$ cat config.mk
export PLATFORM = sky130hd
export DESIGN_NAME = loadStoreUnit
export DESIGN_NICKNAME = d
export VERILOG_FILES = /design/src/source/lsuPkg.sv /design/src/source/loadStoreUnit.sv /design/src/source/lsuControl.sv /design/src/source/lineReplacer.sv /design/src/source/cacheArrays.sv /design/src/source/accessDataPath.sv
export SDC_FILE = /design/constraint.sdc
export NUM_CORES = 2
export LEC_CHECK = 0
export BUFFER_PORTS_ARGS = -buffer_cell sky130_fd_sc_hd__buf_2
export CELL_PAD_IN_SITES_DETAIL_PLACEMENT = 1
export CELL_PAD_IN_SITES_GLOBAL_PLACEMENT = 2
export CORE_ASPECT_RATIO = 1.5
export CORE_MARGIN = 3
export CORE_UTILIZATION = 45
export CTS_CLUSTER_SIZE = 16
export DETAILED_ROUTE_END_ITERATION = 10
export PLACE_DENSITY = 0.85
export SYNTH_ARGS = -nofsm -noshare
export SYNTH_HDL_FRONTEND = slang
export SYNTH_SLANG_ARGS = --single-unit
$ cat constraint.sdc
create_clock -name clk -period 7.5 [get_ports clk]
set_clock_uncertainty 0.15 [all_clocks]
set_input_delay 0.75 -clock clk [delete_from_list [all_inputs] [get_ports clk]]
set_output_delay 0.75 -clock clk [all_outputs]
set_load 0.1 [all_outputs]
$ cat src/source/lsuPkg.sv
`default_nettype none

package lsuPkg;

    typedef logic [31:0] word;

    typedef enum logic [1:0] {
        CmdNone = 2'd0,
        CmdLoad = 2'd1,
        CmdStore = 2'd2,
        CmdAtomicMemOp = 2'd3
    } lsuCommand;

    // Unsigned sizes only matter for loads
    typedef enum logic [2:0] {
        SizeByte = 3'd0,
        SizeHalfWord = 3'd1,
        SizeWord = 3'd2,
        SizeUnsignedByte = 3'd3,
        SizeUnsignedHalfWord = 3'd4
    } accessSize;

    typedef enum logic [3:0] {
        AmoSwap = 4'd0,
        AmoAdd = 4'd1,
        AmoXor = 4'd2,
        AmoAnd = 4'd3,
        AmoOr = 4'd4,
        AmoMin = 4'd5,
        AmoMax = 4'd6,
        AmoMinu = 4'd7,
        AmoMaxu = 4'd8
    } atomicOp;

    typedef enum logic [2:0] {
        StateIdle,
        StateLoad,
        StateStore,
        StateRefill,
        StateWriteThrough
    } lsuState;

    typedef enum logic [1:0] {
        CacheNone,
        CacheRefill,
        CacheWriteThrough
    } cacheCommand;

endpackage

`default_nettype wire
$ cat src/source/loadStoreUnit.sv
`default_nettype none

module loadStoreUnit #(
    parameter int addrWidth = 16,
    parameter int lineBytes = 16,
    parameter int indexWidth = 4,
    localparam int offsetWidth = $clog2(lineBytes),
    localparam int tagWidth = addrWidth - indexWidth - offsetWidth,
    localparam int lineWidth = lineBytes * 8
) (
    input  logic clk,
    input  logic rst,
    input  logic enable,
    input  lsuPkg::lsuCommand command,
    input  lsuPkg::accessSize size,
    input  lsuPkg::atomicOp atomicType,
    input  logic [addrWidth-1:0] addr,
    input  lsuPkg::word storeValue,
    output logic done,
    output lsuPkg::word result,
    output logic [addrWidth-offsetWidth-1:0] memAddr,
    output logic memReadReq,
    output logic memWriteReq,
    output logic [lineWidth-1:0] memWriteValue,
    input  logic memReadGrant,
    input  logic [lineWidth-1:0] memReadValue,
    input  logic memWriteGrant
);
    logic tagReadValid;
    logic [tagWidth-1:0] tagRead;
    logic [lineWidth-1:0] dataReadLine;
    logic [indexWidth-1:0] arrayIndex;
    logic tagWrite;
    logic tagWriteValid;
    logic [tagWidth-1:0] tagWriteValue;
    logic [lineWidth-1:0] dataWriteLine;
    logic [lineBytes-1:0] dataWriteMask;

    lsuPkg::cacheCommand replacerCommand;
    logic [addrWidth-offsetWidth-1:0] lineAddr;
    logic replacerDone;
    logic refillWrite;
    logic [indexWidth-1:0] refillIndex;
    logic [tagWidth-1:0] refillTag;
    logic [lineWidth-1:0] refillData;

    lsuPkg::accessSize regSize;
    logic [offsetWidth-1:0] regOffset;
    lsuPkg::word regStoreValue;
    lsuPkg::word loadResult;
    lsuPkg::word atomicResult;
    logic [lineWidth-1:0] storeLine;
    logic [lineBytes-1:0] writeMask;

    lsuControl #(
        .addrWidth(addrWidth),
        .lineBytes(lineBytes),
        .indexWidth(indexWidth)
    ) u_control (
        .clk,
        .rst,
        .enable,
        .command,
        .atomicType,
        .size,
        .addr,
        .storeValue,
        .tagReadValid,
        .tagRead,
        .replacerDone,
        .loadResult,
        .atomicResult,
        .storeLine,
        .writeMask,
        .refillWrite,
        .refillIndex,
        .refillTag,
        .refillData,
        .done,
        .result,
        .arrayIndex,
        .tagWrite,
        .tagWriteValid,
        .tagWriteValue,
        .dataWriteLine,
        .dataWriteMask,
        .replacerCommand,
        .lineAddr,
        .regSize,
        .regOffset,
        .regStoreValue
    );

    cacheArrays #(
        .addrWidth(addrWidth),
        .lineBytes(lineBytes),
        .indexWidth(indexWidth)
    ) u_arrays (
        .clk,
        .rst,
        .index(arrayIndex),
        .tagWrite,
        .tagWriteValid,
        .tagWriteValue,
        .dataWriteLine,
        .dataWriteMask,
        .tagReadValid,
        .tagRead,
        .dataReadLine
    );

    lineReplacer #(
        .addrWidth(addrWidth),
        .lineBytes(lineBytes),
        .indexWidth(indexWidth)
    ) u_replacer (
        .clk,
        .rst,
        .replacerCommand,
        .lineAddr,
        .dataReadLine,
        .memReadGrant,
        .memReadValue,
        .memWriteGrant,
        .memAddr,
        .memReadReq,
        .memWriteReq,
        .memWriteValue,
        .refillWrite,
        .refillIndex,
        .refillTag,
        .refillData,
        .replacerDone
    );

    // Old word for the ALU is the load result of the AMO's lookup cycle
    accessDataPath #(
        .lineBytes(lineBytes)
    ) u_dataPath (
        .regSize,
        .regOffset,
        .atomicType,
        .regStoreValue,
        .dataReadLine,
        .oldValue(loadResult),
        .loadResult,
        .storeLine,
        .writeMask,
        .atomicResult
    );

endmodule

`default_nettype wire

$ cat src/source/lsuControl.sv
`default_nettype none

module lsuControl #(
    parameter int addrWidth = 16,
    parameter int lineBytes = 16,
    parameter int indexWidth = 4,
    localparam int offsetWidth = $clog2(lineBytes),
    localparam int tagWidth = addrWidth - indexWidth - offsetWidth,
    localparam int lineWidth = lineBytes * 8
) (
    input  logic clk,
    input  logic rst,
    input  logic enable,
    input  lsuPkg::lsuCommand command,
    input  lsuPkg::atomicOp atomicType,
    input  lsuPkg::accessSize size,
    input  logic [addrWidth-1:0] addr,
    input  lsuPkg::word storeValue,
    input  logic tagReadValid,
    input  logic [tagWidth-1:0] tagRead,
    input  logic replacerDone,
    input  lsuPkg::word loadResult,
    input  lsuPkg::word atomicResult,
    input  logic [lineWidth-1:0] storeLine,
    input  logic [lineBytes-1:0] writeMask,
    input  logic refillWrite,
    input  logic [indexWidth-1:0] refillIndex,
    input  logic [tagWidth-1:0] refillTag,
    input  logic [lineWidth-1:0] refillData,
    output logic done,
    output lsuPkg::word result,
    output logic [indexWidth-1:0] arrayIndex,
    output logic tagWrite,
    output logic tagWriteValid,
    output logic [tagWidth-1:0] tagWriteValue,
    output logic [lineWidth-1:0] dataWriteLine,
    output logic [lineBytes-1:0] dataWriteMask,
    output lsuPkg::cacheCommand replacerCommand,
    output logic [addrWidth-offsetWidth-1:0] lineAddr,
    output lsuPkg::accessSize regSize,
    output logic [offsetWidth-1:0] regOffset,
    output lsuPkg::word regStoreValue
);
    lsuPkg::lsuState state;
    lsuPkg::lsuState nextState;
    logic [addrWidth-1:0] regAddr;
    lsuPkg::word oldValue;
    logic lookupValid;
    logic miss;

    always_comb begin
        miss = lookupValid && (!tagReadValid || tagRead != regAddr[addrWidth-1 -: tagWidth]);
        lineAddr = regAddr[addrWidth-1:offsetWidth];
        regOffset = regAddr[offsetWidth-1:0];
        done = (state == lsuPkg::StateLoad && !miss && command == lsuPkg::CmdLoad) ||
               (state == lsuPkg::StateWriteThrough && replacerDone);
        result = (command == lsuPkg::CmdAtomicMemOp) ? oldValue : loadResult;
    end

    always_comb begin
        nextState = state;
        case (state)
            lsuPkg::StateIdle: begin
                if (enable && command == lsuPkg::CmdStore) begin
                    nextState = lsuPkg::StateStore;
                end else if (enable && command != lsuPkg::CmdNone) begin
                    nextState = lsuPkg::StateLoad;
                end
            end
            lsuPkg::StateLoad: begin
                if (miss) begin
                    nextState = lsuPkg::StateRefill;
                end else if (command == lsuPkg::CmdAtomicMemOp) begin
                    nextState = lsuPkg::StateStore;
                end else begin
                    nextState = lsuPkg::StateIdle;
                end
            end
            lsuPkg::StateStore: begin
                nextState = miss ? lsuPkg::StateRefill : lsuPkg::StateWriteThrough;
            end
            // A refilled command starts over from idle
            lsuPkg::StateRefill, lsuPkg::StateWriteThrough: begin
                if (replacerDone) begin
                    nextState = lsuPkg::StateIdle;
                end
            end
            default: nextState = lsuPkg::StateIdle;
        endcase
    end

    always_ff @(posedge clk) begin
        if (rst) begin
            state <= lsuPkg::StateIdle;
            lookupValid <= 1'b0;
        end else begin
            state <= nextState;
            lookupValid <= (state == lsuPkg::StateIdle) && enable;
        end
    end

    // An AMO swaps its store operand for the ALU result once the old word is read
    always_ff @(posedge clk) begin
        if (state == lsuPkg::StateIdle) begin
            regAddr <= addr;
            regStoreValue <= storeValue;
            if (command == lsuPkg::CmdAtomicMemOp) begin
                regSize <= lsuPkg::SizeWord;
            end else begin
                regSize <= size;
            end
        end else if (state == lsuPkg::StateLoad && !miss &&
                     command == lsuPkg::CmdAtomicMemOp) begin
            oldValue <= loadResult;
            regStoreValue <= atomicResult;
        end
    end

    always_comb begin
        case (state)
            lsuPkg::StateRefill: replacerCommand = lsuPkg::CacheRefill;
            lsuPkg::StateWriteThrough: replacerCommand = lsuPkg::CacheWriteThrough;
            default: replacerCommand = lsuPkg::CacheNone;
        endcase
    end

    // Refill writes take the arrays over, otherwise masked store writes
    always_comb begin
        tagWrite = refillWrite;
        tagWriteValid = refillWrite;
        tagWriteValue = refillTag;
        if (refillWrite) begin
            arrayIndex = refillIndex;
            dataWriteLine = refillData;
            dataWriteMask = '1;
        end else begin
            if (state == lsuPkg::StateIdle) begin
                arrayIndex = addr[offsetWidth +: indexWidth];
            end else begin
                arrayIndex = regAddr[offsetWidth +: indexWidth];
            end
            dataWriteLine = storeLine;
            dataWriteMask = (state == lsuPkg::StateStore && !miss) ? writeMask : '0;
        end
    end

    assert property (@(posedge clk) disable iff (rst) done |-> enable);

    assert property (@(posedge clk) disable iff (rst)
        state == lsuPkg::StateRefill && !replacerDone |=> state == lsuPkg::StateRefill);

    // The ALU result was taken a cycle earlier with this operation
    assert property (@(posedge clk) disable iff (rst)
        state == lsuPkg::StateStore && command == lsuPkg::CmdAtomicMemOp |-> $stable(atomicType));

endmodule

`default_nettype wire

$ cat src/source/lineReplacer.sv
`default_nettype none

module lineReplacer #(
    parameter int addrWidth = 16,
    parameter int lineBytes = 16,
    parameter int indexWidth = 4,
    localparam int offsetWidth = $clog2(lineBytes),
    localparam int tagWidth = addrWidth - indexWidth - offsetWidth,
    localparam int lineAddrWidth = addrWidth - offsetWidth,
    localparam int lineWidth = lineBytes * 8
) (
    input  logic clk,
    input  logic rst,
    input  lsuPkg::cacheCommand replacerCommand,
    input  logic [lineAddrWidth-1:0] lineAddr,
    input  logic [lineWidth-1:0] dataReadLine,
    input  logic memReadGrant,
    input  logic [lineWidth-1:0] memReadValue,
    input  logic memWriteGrant,
    output logic [lineAddrWidth-1:0] memAddr,
    output logic memReadReq,
    output logic memWriteReq,
    output logic [lineWidth-1:0] memWriteValue,
    output logic refillWrite,
    output logic [indexWidth-1:0] refillIndex,
    output logic [tagWidth-1:0] refillTag,
    output logic [lineWidth-1:0] refillData,
    output logic replacerDone
);
    typedef enum logic [2:0] {
        ReplIdle,
        ReplRead,
        ReplCapture,
        ReplWrite,
        ReplDone
    } replacerState;

    replacerState state;
    replacerState nextState;

    // Capture waits a cycle so the array read sees the store just written
    always_comb begin
        nextState = state;
        case (state)
            ReplIdle: begin
                if (replacerCommand == lsuPkg::CacheRefill) begin
                    nextState = ReplRead;
                end else if (replacerCommand == lsuPkg::CacheWriteThrough) begin
                    nextState = ReplCapture;
                end
            end
            ReplRead: begin
                if (memReadGrant) begin
                    nextState = ReplDone;
                end
            end
            ReplCapture: nextState = ReplWrite;
            ReplWrite: begin
                if (memWriteGrant) begin
                    nextState = ReplDone;
                end
            end
            default: nextState = ReplIdle;
        endcase
    end

    always_ff @(posedge clk) begin
        if (rst) begin
            state <= ReplIdle;
        end else begin
            state <= nextState;
        end
    end

    always_ff @(posedge clk) begin
        if (state == ReplCapture) begin
            memWriteValue <= dataReadLine;
        end
    end

    always_comb begin
        memAddr = lineAddr;
        memReadReq = (state == ReplRead);
        memWriteReq = (state == ReplWrite);
        refillWrite = (state == ReplRead) && memReadGrant;
        refillIndex = lineAddr[indexWidth-1:0];
        refillTag = lineAddr[lineAddrWidth-1:indexWidth];
        refillData = memReadValue;
        replacerDone = (state == ReplDone);
    end

    assert property (@(posedge clk) disable iff (rst) !(memReadReq && memWriteReq));

    // Address comes from the controller and must hold with the request
    assert property (@(posedge clk) disable iff (rst)
        memReadReq && !memReadGrant |=> memReadReq && $stable(memAddr));
    assert property (@(posedge clk) disable iff (rst)
        memWriteReq && !memWriteGrant |=> memWriteReq && $stable(memAddr));

endmodule

`default_nettype wire

$ cat src/source/cacheArrays.sv
`default_nettype none

module cacheArrays #(
    parameter int addrWidth = 16,
    parameter int lineBytes = 16,
    parameter int indexWidth = 4,
    localparam int offsetWidth = $clog2(lineBytes),
    localparam int tagWidth = addrWidth - indexWidth - offsetWidth,
    localparam int lineWidth = lineBytes * 8
) (
    input  logic clk,
    input  logic rst,
    input  logic [indexWidth-1:0] index,
    input  logic tagWrite,
    input  logic tagWriteValid,
    input  logic [tagWidth-1:0] tagWriteValue,
    input  logic [lineWidth-1:0] dataWriteLine,
    input  logic [lineBytes-1:0] dataWriteMask,
    output logic tagReadValid,
    output logic [tagWidth-1:0] tagRead,
    output logic [lineWidth-1:0] dataReadLine
);
    localparam int lineCount = 1 << indexWidth;

    logic [lineCount-1:0] validBits;
    logic [tagWidth-1:0] tagMem [lineCount];
    logic [lineBytes-1:0][7:0] dataMem [lineCount];

    // Valid bits live in flops so reset empties the cache
    always_ff @(posedge clk) begin
        if (rst) begin
            validBits <= '0;
            tagReadValid <= 1'b0;
        end else begin
            tagReadValid <= validBits[index];
            if (tagWrite) begin
                validBits[index] <= tagWriteValid;
            end
        end
    end

    always_ff @(posedge clk) begin
        tagRead <= tagMem[index];
        if (tagWrite) begin
            tagMem[index] <= tagWriteValue;
        end
    end

    // Read returns the line as it was before this cycle's write
    always_ff @(posedge clk) begin
        dataReadLine <= dataMem[index];
        for (int b = 0; b < lineBytes; b++) begin
            if (dataWriteMask[b]) begin
                dataMem[index][b] <= dataWriteLine[b*8 +: 8];
            end
        end
    end

endmodule

`default_nettype wire

$ cat src/source/accessDataPath.sv
`default_nettype none

module accessDataPath #(
    parameter int lineBytes = 16,
    localparam int offsetWidth = $clog2(lineBytes),
    localparam int lineWidth = lineBytes * 8
) (
    input  lsuPkg::accessSize regSize,
    input  logic [offsetWidth-1:0] regOffset,
    input  lsuPkg::atomicOp atomicType,
    input  lsuPkg::word regStoreValue,
    input  logic [lineWidth-1:0] dataReadLine,
    input  lsuPkg::word oldValue,
    output lsuPkg::word loadResult,
    output logic [lineWidth-1:0] storeLine,
    output logic [lineBytes-1:0] writeMask,
    output lsuPkg::word atomicResult
);
    logic [lineWidth-1:0] shiftedLine;
    lsuPkg::word rawWord;
    logic [lineBytes-1:0] sizeMask;

    // Offset counts bytes, so shift by eight times it
    always_comb begin
        shiftedLine = dataReadLine >> {regOffset, 3'b000};
        rawWord = shiftedLine[31:0];
        case (regSize)
            lsuPkg::SizeByte: loadResult = {{24{rawWord[7]}}, rawWord[7:0]};
            lsuPkg::SizeHalfWord: loadResult = {{16{rawWord[15]}}, rawWord[15:0]};
            lsuPkg::SizeUnsignedByte: loadResult = {24'h0, rawWord[7:0]};
            lsuPkg::SizeUnsignedHalfWord: loadResult = {16'h0, rawWord[15:0]};
            default: loadResult = rawWord;
        endcase
    end

    always_comb begin
        case (regSize)
            lsuPkg::SizeByte, lsuPkg::SizeUnsignedByte: begin
                sizeMask = lineBytes'(4'b0001);
            end
            lsuPkg::SizeHalfWord, lsuPkg::SizeUnsignedHalfWord: begin
                sizeMask = lineBytes'(4'b0011);
            end
            default: begin
                sizeMask = lineBytes'(4'b1111);
            end
        endcase
        writeMask = sizeMask << regOffset;
        storeLine = lineWidth'(regStoreValue) << {regOffset, 3'b000};
    end

    // Register value against the old memory word
    always_comb begin
        case (atomicType)
            lsuPkg::AmoAdd: atomicResult = regStoreValue + oldValue;
            lsuPkg::AmoXor: atomicResult = regStoreValue ^ oldValue;
            lsuPkg::AmoAnd: atomicResult = regStoreValue & oldValue;
            lsuPkg::AmoOr: atomicResult = regStoreValue | oldValue;
            lsuPkg::AmoMin: begin
                atomicResult = ($signed(regStoreValue) < $signed(oldValue)) ?
                    regStoreValue : oldValue;
            end
            lsuPkg::AmoMax: begin
                atomicResult = ($signed(regStoreValue) > $signed(oldValue)) ?
                    regStoreValue : oldValue;
            end
            lsuPkg::AmoMinu: atomicResult = (regStoreValue < oldValue) ? regStoreValue : oldValue;
            lsuPkg::AmoMaxu: atomicResult = (regStoreValue > oldValue) ? regStoreValue : oldValue;
            default: atomicResult = regStoreValue;
        endcase
    end

endmodule

`default_nettype wire

---- Word-level counts from Yosys, hierarchy flattened ----
Memory sizes are Yosys's and may differ from the RTL's. A register that Yosys moved wholly into a read port is not among the register bits.
Index checks and enable logic that the tools add are counted.
word-level totals
  register bits ........................... 235
  RAM bits ................................ 2176
  bits of input ports ..................... 190
  output and inout port bits .............. 175
  memories ................................ 2
cells by class
  add/subtract/negate cells ............... 1
  magnitude comparators ................... 6
  eq/ne operators ......................... 34
  shifts and indexed selects .............. 3
  muxes and demuxes ....................... 67
  bitwise logic cells ..................... 4
  reduce and logical (&&, ||, !) cells .... 28
memory list
  memory            depth  width  read ports  clocked after memory_dff  write ports  RTL line           text
  u_arrays.dataMem  16     128    1           1                         1            cacheArrays.sv:27  logic [lineBytes-1:0][7:0] dataMem [lineCount];
  u_arrays.tagMem   16     8      1           1                         1            cacheArrays.sv:26  logic [tagWidth-1:0] tagMem [lineCount];
operators with widths
  cell                  number
  $pmux W32 S8          1
  $mux W32              7
  $mux W128             1
  $pmux W32 S4          1
  $shl A32 B7 Y128      1
  $shr A128 B7 Y32      1
  $gt A32 B32 Y1        2
  $lt A32 B32 Y1        2
  $mux W1               36
  $add A32 B32 Y32      1
  $and A32 B32 Y32      1
  $mux W16              2
  $or A32 B32 Y32       1
  $xor A32 B32 Y32      1
  $mux W3               9
  $pmux W3 S4           2
  $bwmux W16            1
  $eq A4 B3 Y1 const B  4
  $shl A4 B4 Y16        1
  $eq A3 B2 Y1 const B  5
  $ne A3 B3 Y1 const B  4
  $logic_and A1 B1 Y1   11
  $eq A3 B1 Y1 const B  3
  $eq A3 B3 Y1 const B  3
  26 further kinds      42

---- Logic depth before layout (Yosys ltp) ----
  word-level depth ........................ 9
  depth in mapped cells ................... 23

---- By module ----
Synthesis repeated with hierarchy kept, for this count alone.
second synthesis, totals
  cells, all modules ...................... 6074
  area total of the unflattened synthesis .. 107640.7 sq um
modules (own cells, without submodules)
  module          instances  cells each  area an instance (sq um)  seq. area each (sq um)
  cacheArrays     1          3844        86680.6                   68405.6
  accessDataPath  1          1514        10100.9                   0.0
  lsuControl      1          412         5649.2                    2572.5
  lineReplacer    1          304         5210.0                    3903.7

---- Least setup slack after synthesis ----
No wires, ideal clock.
  kind .................................... flip-flop to flip-flop
  start ................................... register u_replacer.state[2]
  end ..................................... register u_replacer.memWriteValue[0], enable pin
  library setup time ...................... 616 ps
  arrival ................................. 5967 ps
  required time ........................... 6734 ps
  path slack .............................. 767 ps
  cell stages (with the launch flop) ...... 3
  path buffers ............................ 0
  period minus slack after synthesis ...... 6733 ps
  path through ............................ dfxtp_1 > or2_2 > nor2_1
between the ends
  word-level cells in the longest chain between the ends .. 1
RTL lines
  what                    RTL line            text
  start, declared         lineReplacer.sv:38  replacerState state;
  start signal, assigned  lineReplacer.sv:69  state <= ReplIdle;
  start signal, assigned  lineReplacer.sv:71  state <= nextState;
  $eq A3 B2 Y1            lineReplacer.sv:76  if (state == ReplCapture) begin
  end signal, assigned    lineReplacer.sv:77  memWriteValue <= dataReadLine;
  end, declared           lineReplacer.sv:23  output logic [lineWidth-1:0] memWriteValue,
No other way between the ends.
A chain may end at the register's enable or synchronous reset.

---- Worst setup path after layout ----
  start ................................... register u_control.regAddr[0]
  end ..................................... register u_control.regStoreValue[30], enable pin
between the ends
  word-level cells in the longest chain between the ends .. 5
  elaborated cells on any way between the ends .. 11
  those cells by class .................... 4 x order compare; 4 x eq/ne; 1 x shift; 1 x mux; 1 x reduce/logical
RTL lines
  what                                    RTL line              text
  start, declared                         lsuControl.sv:46      logic [addrWidth-1:0] regAddr;
  start signal, assigned                  lsuControl.sv:105     regAddr <= addr;
  $shr A128 B7 Y32 *                      accessDataPath.sv:25  shiftedLine = dataReadLine >> {regOffset, 3'b000};
  $pmux W32 S4 *                          accessDataPath.sv:27  case (regSize)
  named net loadResult[10]                loadStoreUnit.sv:50   lsuPkg::word loadResult;
  $gt A32 B32 Y1 (tied with other cells)  accessDataPath.sv:68  lsuPkg::AmoMaxu: atomicResult = (regStoreValue > oldValue) ? regStoreValue : oldValue;
  $ne A3 B3 Y1 (no line)                  --
  $reduce_and A6 Y1 (no line) *           --
  end signal, assigned                    lsuControl.sv:106     regStoreValue <= storeValue;
  end signal, assigned                    lsuControl.sv:115     regStoreValue <= atomicResult;
  end, declared                           lsuControl.sv:42      output lsuPkg::word regStoreValue
The timed path passes the listed nets; every way through them passes the cells marked *.

==> out/metrics.csv <==
stage;metric;value;unit
global_routing;vias in the first global route;68353;
timing;Final Hold Violating Endpoints;0;
critical_path;Crit-path slowest cell;o21ai_0;
cells_and_area;Final Non-Filler Cells;10174;
detailed_routing;routed len/inst;38.2;um
timing;Worst Max-Slew Pin Slew;1.57;ns
critical_path;CP endpoint kind;flip-flop;
clocking;post-CTS sizing;0;
cells_and_area;commonest non-fill, non-tap cells in the layout;edfxtp_1 (2387), a22oi_1 (1108), a21oi_1 (693);
yosys;Simple-Gate Fraction of Synth Area;0.0456;
global_routing;largest net degree at the start of global routing;167;
critical_path;kind of critical path;flip-flop to flip-flop;
detailed_routing;drt via density;6.73;
yosys;sequential share of the synthesized area;0.742;
flow_run;maxcap violations;2;
detailed_routing;via count;68514;
critical_path;Crit path required time;7.84;ns
critical_path;R2R cell count;19;
global_routing;GRT Util Overall;0.329;
yosys;Post-synth ARST share;0;
placed_design;GP Congestion;0.960;
yosys;Post-synth EDFFs;2387;
timing;max-slew violation count;5;
die;CORE AREA;0.223;mm2
clocking;Clock transition at path regs;0.07;ns
yosys;Syn Inst Count;6724;
clocking;CTS buffer count;232;
timing;Fin Setup TNS;0;ns
timing;Max Freq;0.149;GHz
timing;Worst slew margin;-0.0570;
cells_and_area;layout cell share with drive strength beyond 1;0.146;
cells_and_area;flip-flop and latch area;0.0749;mm2
detailed_routing;Post-Route WL;389;mm
yosys;synthesized flop and latch total;2547;
die;Core Rows;212;
die;die height;586;um
critical_path;WP buf/inv;4;
pwr;PD cells;379;mW/mm2
placed_design;Placed Instances;9693;
clocking;post-CTS setup buffer count;0;
die;DIE WIDTH;393;um
yosys;Warnings, synthesis;0;
detailed_routing;initial drt markers;10625;
critical_path;crit path DAT;7.06;ns
global_routing;total grt overflow;0;
yosys;post-synthesis compound-gate area fraction;0.151;
yosys;Netlist cell types;91;
die;IO Count;365;
critical_path;RR Startpoint;u_control.regAddr[0];
cells_and_area;multi-input combinational cell area;0.0238;mm2
timing;Setup-failing EPs final;0;
critical_path;worst-path cell chain;buf_12 -> buf_4 -> mux2_2 -> a221o_1 -> o21ai_0 -> nand2_1 -> o21ai_0 -> o21ai_0 -> inv_1 -> ha_1 -> nor2_1 -> and3_1 -> a211oi_1 -> a31oi_1 -> nor4_1 -> mux2i_1 -> a31oi_1 -> a21oi_4 -> buf_4;
status;status;finished with violations;
clocking;clock buffer depth;4;
min_path;Worst Hold Class;input port to flip-flop;
timing;Final min period;6.72;ns
critical_path;Crit Path Max Fanout;28;
die;Starting Density;0.453;
critical_path;worst setup path end;u_control.regStoreValue[30];
clocking;worst-skew pair later-pin latency;0.92;ns
placed_design;IO buf count;364;
pwr;P_leak;37.7;nW
yosys;largest family of logic cells by synthesized area;compound AO/OA/AOI/OAI gates;
clocking;H-tree depth;4;
clocking;hold buffer count at CTS;16;
timing;RSZ-0062 raised after global routing;no;
yosys;mux cell area share after synthesis;0.0210;
clocking;clk root buf;clkbuf_16;
clocking;# clock sinks;2547;
critical_path;R2R Setup Slk;0.78;ns
detailed_routing;DRT Pass-1 Iters;8;
placed_design;DP HPWL;259;mm
critical_path;Startpoint Class;flip-flop;
cells_and_area;fin nets;7351;
cells_and_area;Layout Area Growth over Synthesis;13.1;%
clocking;CTS tree;done;
detailed_routing;DRC violations left;0;
global_routing;first-pass GRT wire length;533;mm
cells_and_area;Fill cells;21470;
pwr;worst vdd ir;334;uV
critical_path;CP startpoint;u_control.regAddr[0];
yosys;syn_area_per_cell;15.0;um2
yosys;Net Count, Synth;7021;
critical_path;max incr delay on CP;0.85;ns
critical_path;crit-path most repeated cell;o21ai_0;
yosys;Synth Area in Adders;0.0133;
timing;final worst path period share;0.896;
status;failing checks;max-capacitance violations, max-slew violations;
critical_path;critical path depth;19;
critical_path;CP top delay family;compound AO/OA/AOI/OAI gates;
detailed_routing;antenna-violating nets left;0;
die;Die ar.;0.230;mm2
yosys;ys flop type;edfxtp_1;
cells_and_area;most common cell after layout, fill and taps aside;edfxtp_1;
critical_path;reg2reg end;u_control.regStoreValue[30];
yosys;Synth Area in XOR/XNOR;0.00286;
pwr;Pwr Total;43.3;mW
global_routing;initial antenna violation count;84;
yosys;post-synthesis cell area;0.101;mm2
-- synth_stat cells (10+ instances only) --
cell	instances	share of area
o211ai_1	21	0.0016
a21o_1	17	0.0013
nor2_1	478	0.018
clkbuf_1	285	0.011
mux4_2	27	0.0060
a22oi_1	1108	0.082
or4_1	136	0.010
nor2b_1	15	0.00093
a221oi_1	33	0.0029
a31oi_1	19	0.0012
o21bai_1	16	0.0012
buf_4	12	0.00089
a22o_1	50	0.0043
a21oi_1	697	0.035
buf_1	25	0.00093
o21ai_0	198	0.0098
a221o_1	15	0.0015
nor3_1	20	0.00099
o22ai_1	22	0.0014
nand2b_1	13	0.00081
buf_6	11	0.0012
mux2i_1	102	0.010
nand2_1	242	0.0090
ha_1	106	0.013
inv_1	90	0.0033
xnor2_1	22	0.0019
mux2_2	39	0.0044
buf_2	146	0.0072
a211oi_1	15	0.0011
o221ai_1	10	0.00087
edfxtp_1	2387	0.71
nand3_1	20	0.00099
dfxtp_1	160	0.032
xor2_1	11	0.00095
-- sequential cells by signal, indices dropped and copies added (netlist names), 8 cells and up --
| signal | count |
|---|---|
| u_control.regAddr | 16 |
| u_arrays.dataReadLine | 128 |
| u_control.oldValue | 32 |
| u_arrays.tagRead | 8 |
| u_arrays.dataMem | 2048 |
| u_arrays.validBits | 16 |
| u_control.regStoreValue | 32 |
| u_replacer.memWriteValue | 128 |
| u_arrays.tagMem | 128 |
-- metrics by stage --
step	worst slack (ns)	hold WS, ns	utilization	cell area (um2)
floorplan	0.767	0.254	-	101000
global placement	0.993	0.296	0.477	106000
detailed placement	0.951	0.296	0.477	106000
CTS	0.872	0.000102	0.512	114000
global route	0.605	0.0342	0.512	114000
finish	0.782	0.0418	0.513	114000
-- metal layers --
layer / share of wire / wire [um] / vias to the layer above / GRT usage
li1: - / - / 27441 / -
met5: 0.00097 / 378 / - / 0
met3: 0.13 / 48600 / 1067 / 0.104
met2: 0.47 / 183000 / 4880 / 0.528
met4: 0.066 / 25700 / 46 / 0.187
met1: 0.34 / 131000 / 35080 / 0.393
-- power breakdown --
part,internal (mW),switching (mW),leakage (nW)
Clock,6.95,5.40,3.78
Sequential,17.2,1.64,23.3
Combinational,3.17,8.89,10.7
-- cell type report --
class	count	share of cell area
clock inverter	129	0.0133
antenna	40	0.000876
tap	2889	0.0316
sequential	2547	0.656
timing repair buffer	575	0.0320
inverter	93	0.00310
clock buffer	296	0.0549
multi-input combinational	3605	0.209
-- how the worst min path moves through the flow --
| stage | startpoint | slack, ns | cells after the start | to |
|---|---|---|---|---|
| after floorplan | u_arrays.dataReadLine[0] | 0.25 | 0 | u_replacer.memWriteValue[0] |
| after global placement | u_arrays.dataReadLine[82] | 0.30 | 0 | u_replacer.memWriteValue[82] |
| after detailed placement | u_arrays.dataReadLine[79] | 0.30 | 0 | u_replacer.memWriteValue[79] |
| after CTS | storeValue[9] | 0.0001 | 3 | u_control.regStoreValue[9] |
| after global routing | enable | 0.03 | 3 | u_control.lookupValid |
| final | storeValue[9] | 0.04 | 3 | u_control.regStoreValue[9] |
-- cells by family (layout without fill, tap and decap cells) --
| family | Yosys count | count (layout) |
|---|---|---|
| compound gates | 2302 | 2302 |
| xor+xnor | 33 | 33 |
| fa+ha+maj | 107 | 107 |
| buf+inv | 572 | 1093 |
| flops | 2547 | 2547 |
| mux | 171 | 171 |
| other cells | 0 | 40 |
| simple gates | 992 | 992 |
-- worst reg2reg max path: cells and delay by family, from the launching register on --
| kind | cells | cell delay, ns |
|---|---|---|
| AO/OA/AOI/OAI | 8 | 2.32 |
| adder cells (fa/ha/maj) | 1 | 0.35 |
| buffers and inverters | 4 | 1.26 |
| flip-flops | 1 | 0.59 |
| multiplexers | 2 | 0.49 |
| AND/OR/NAND/NOR | 4 | 1.14 |
Power figures use the tool's default switching activity.
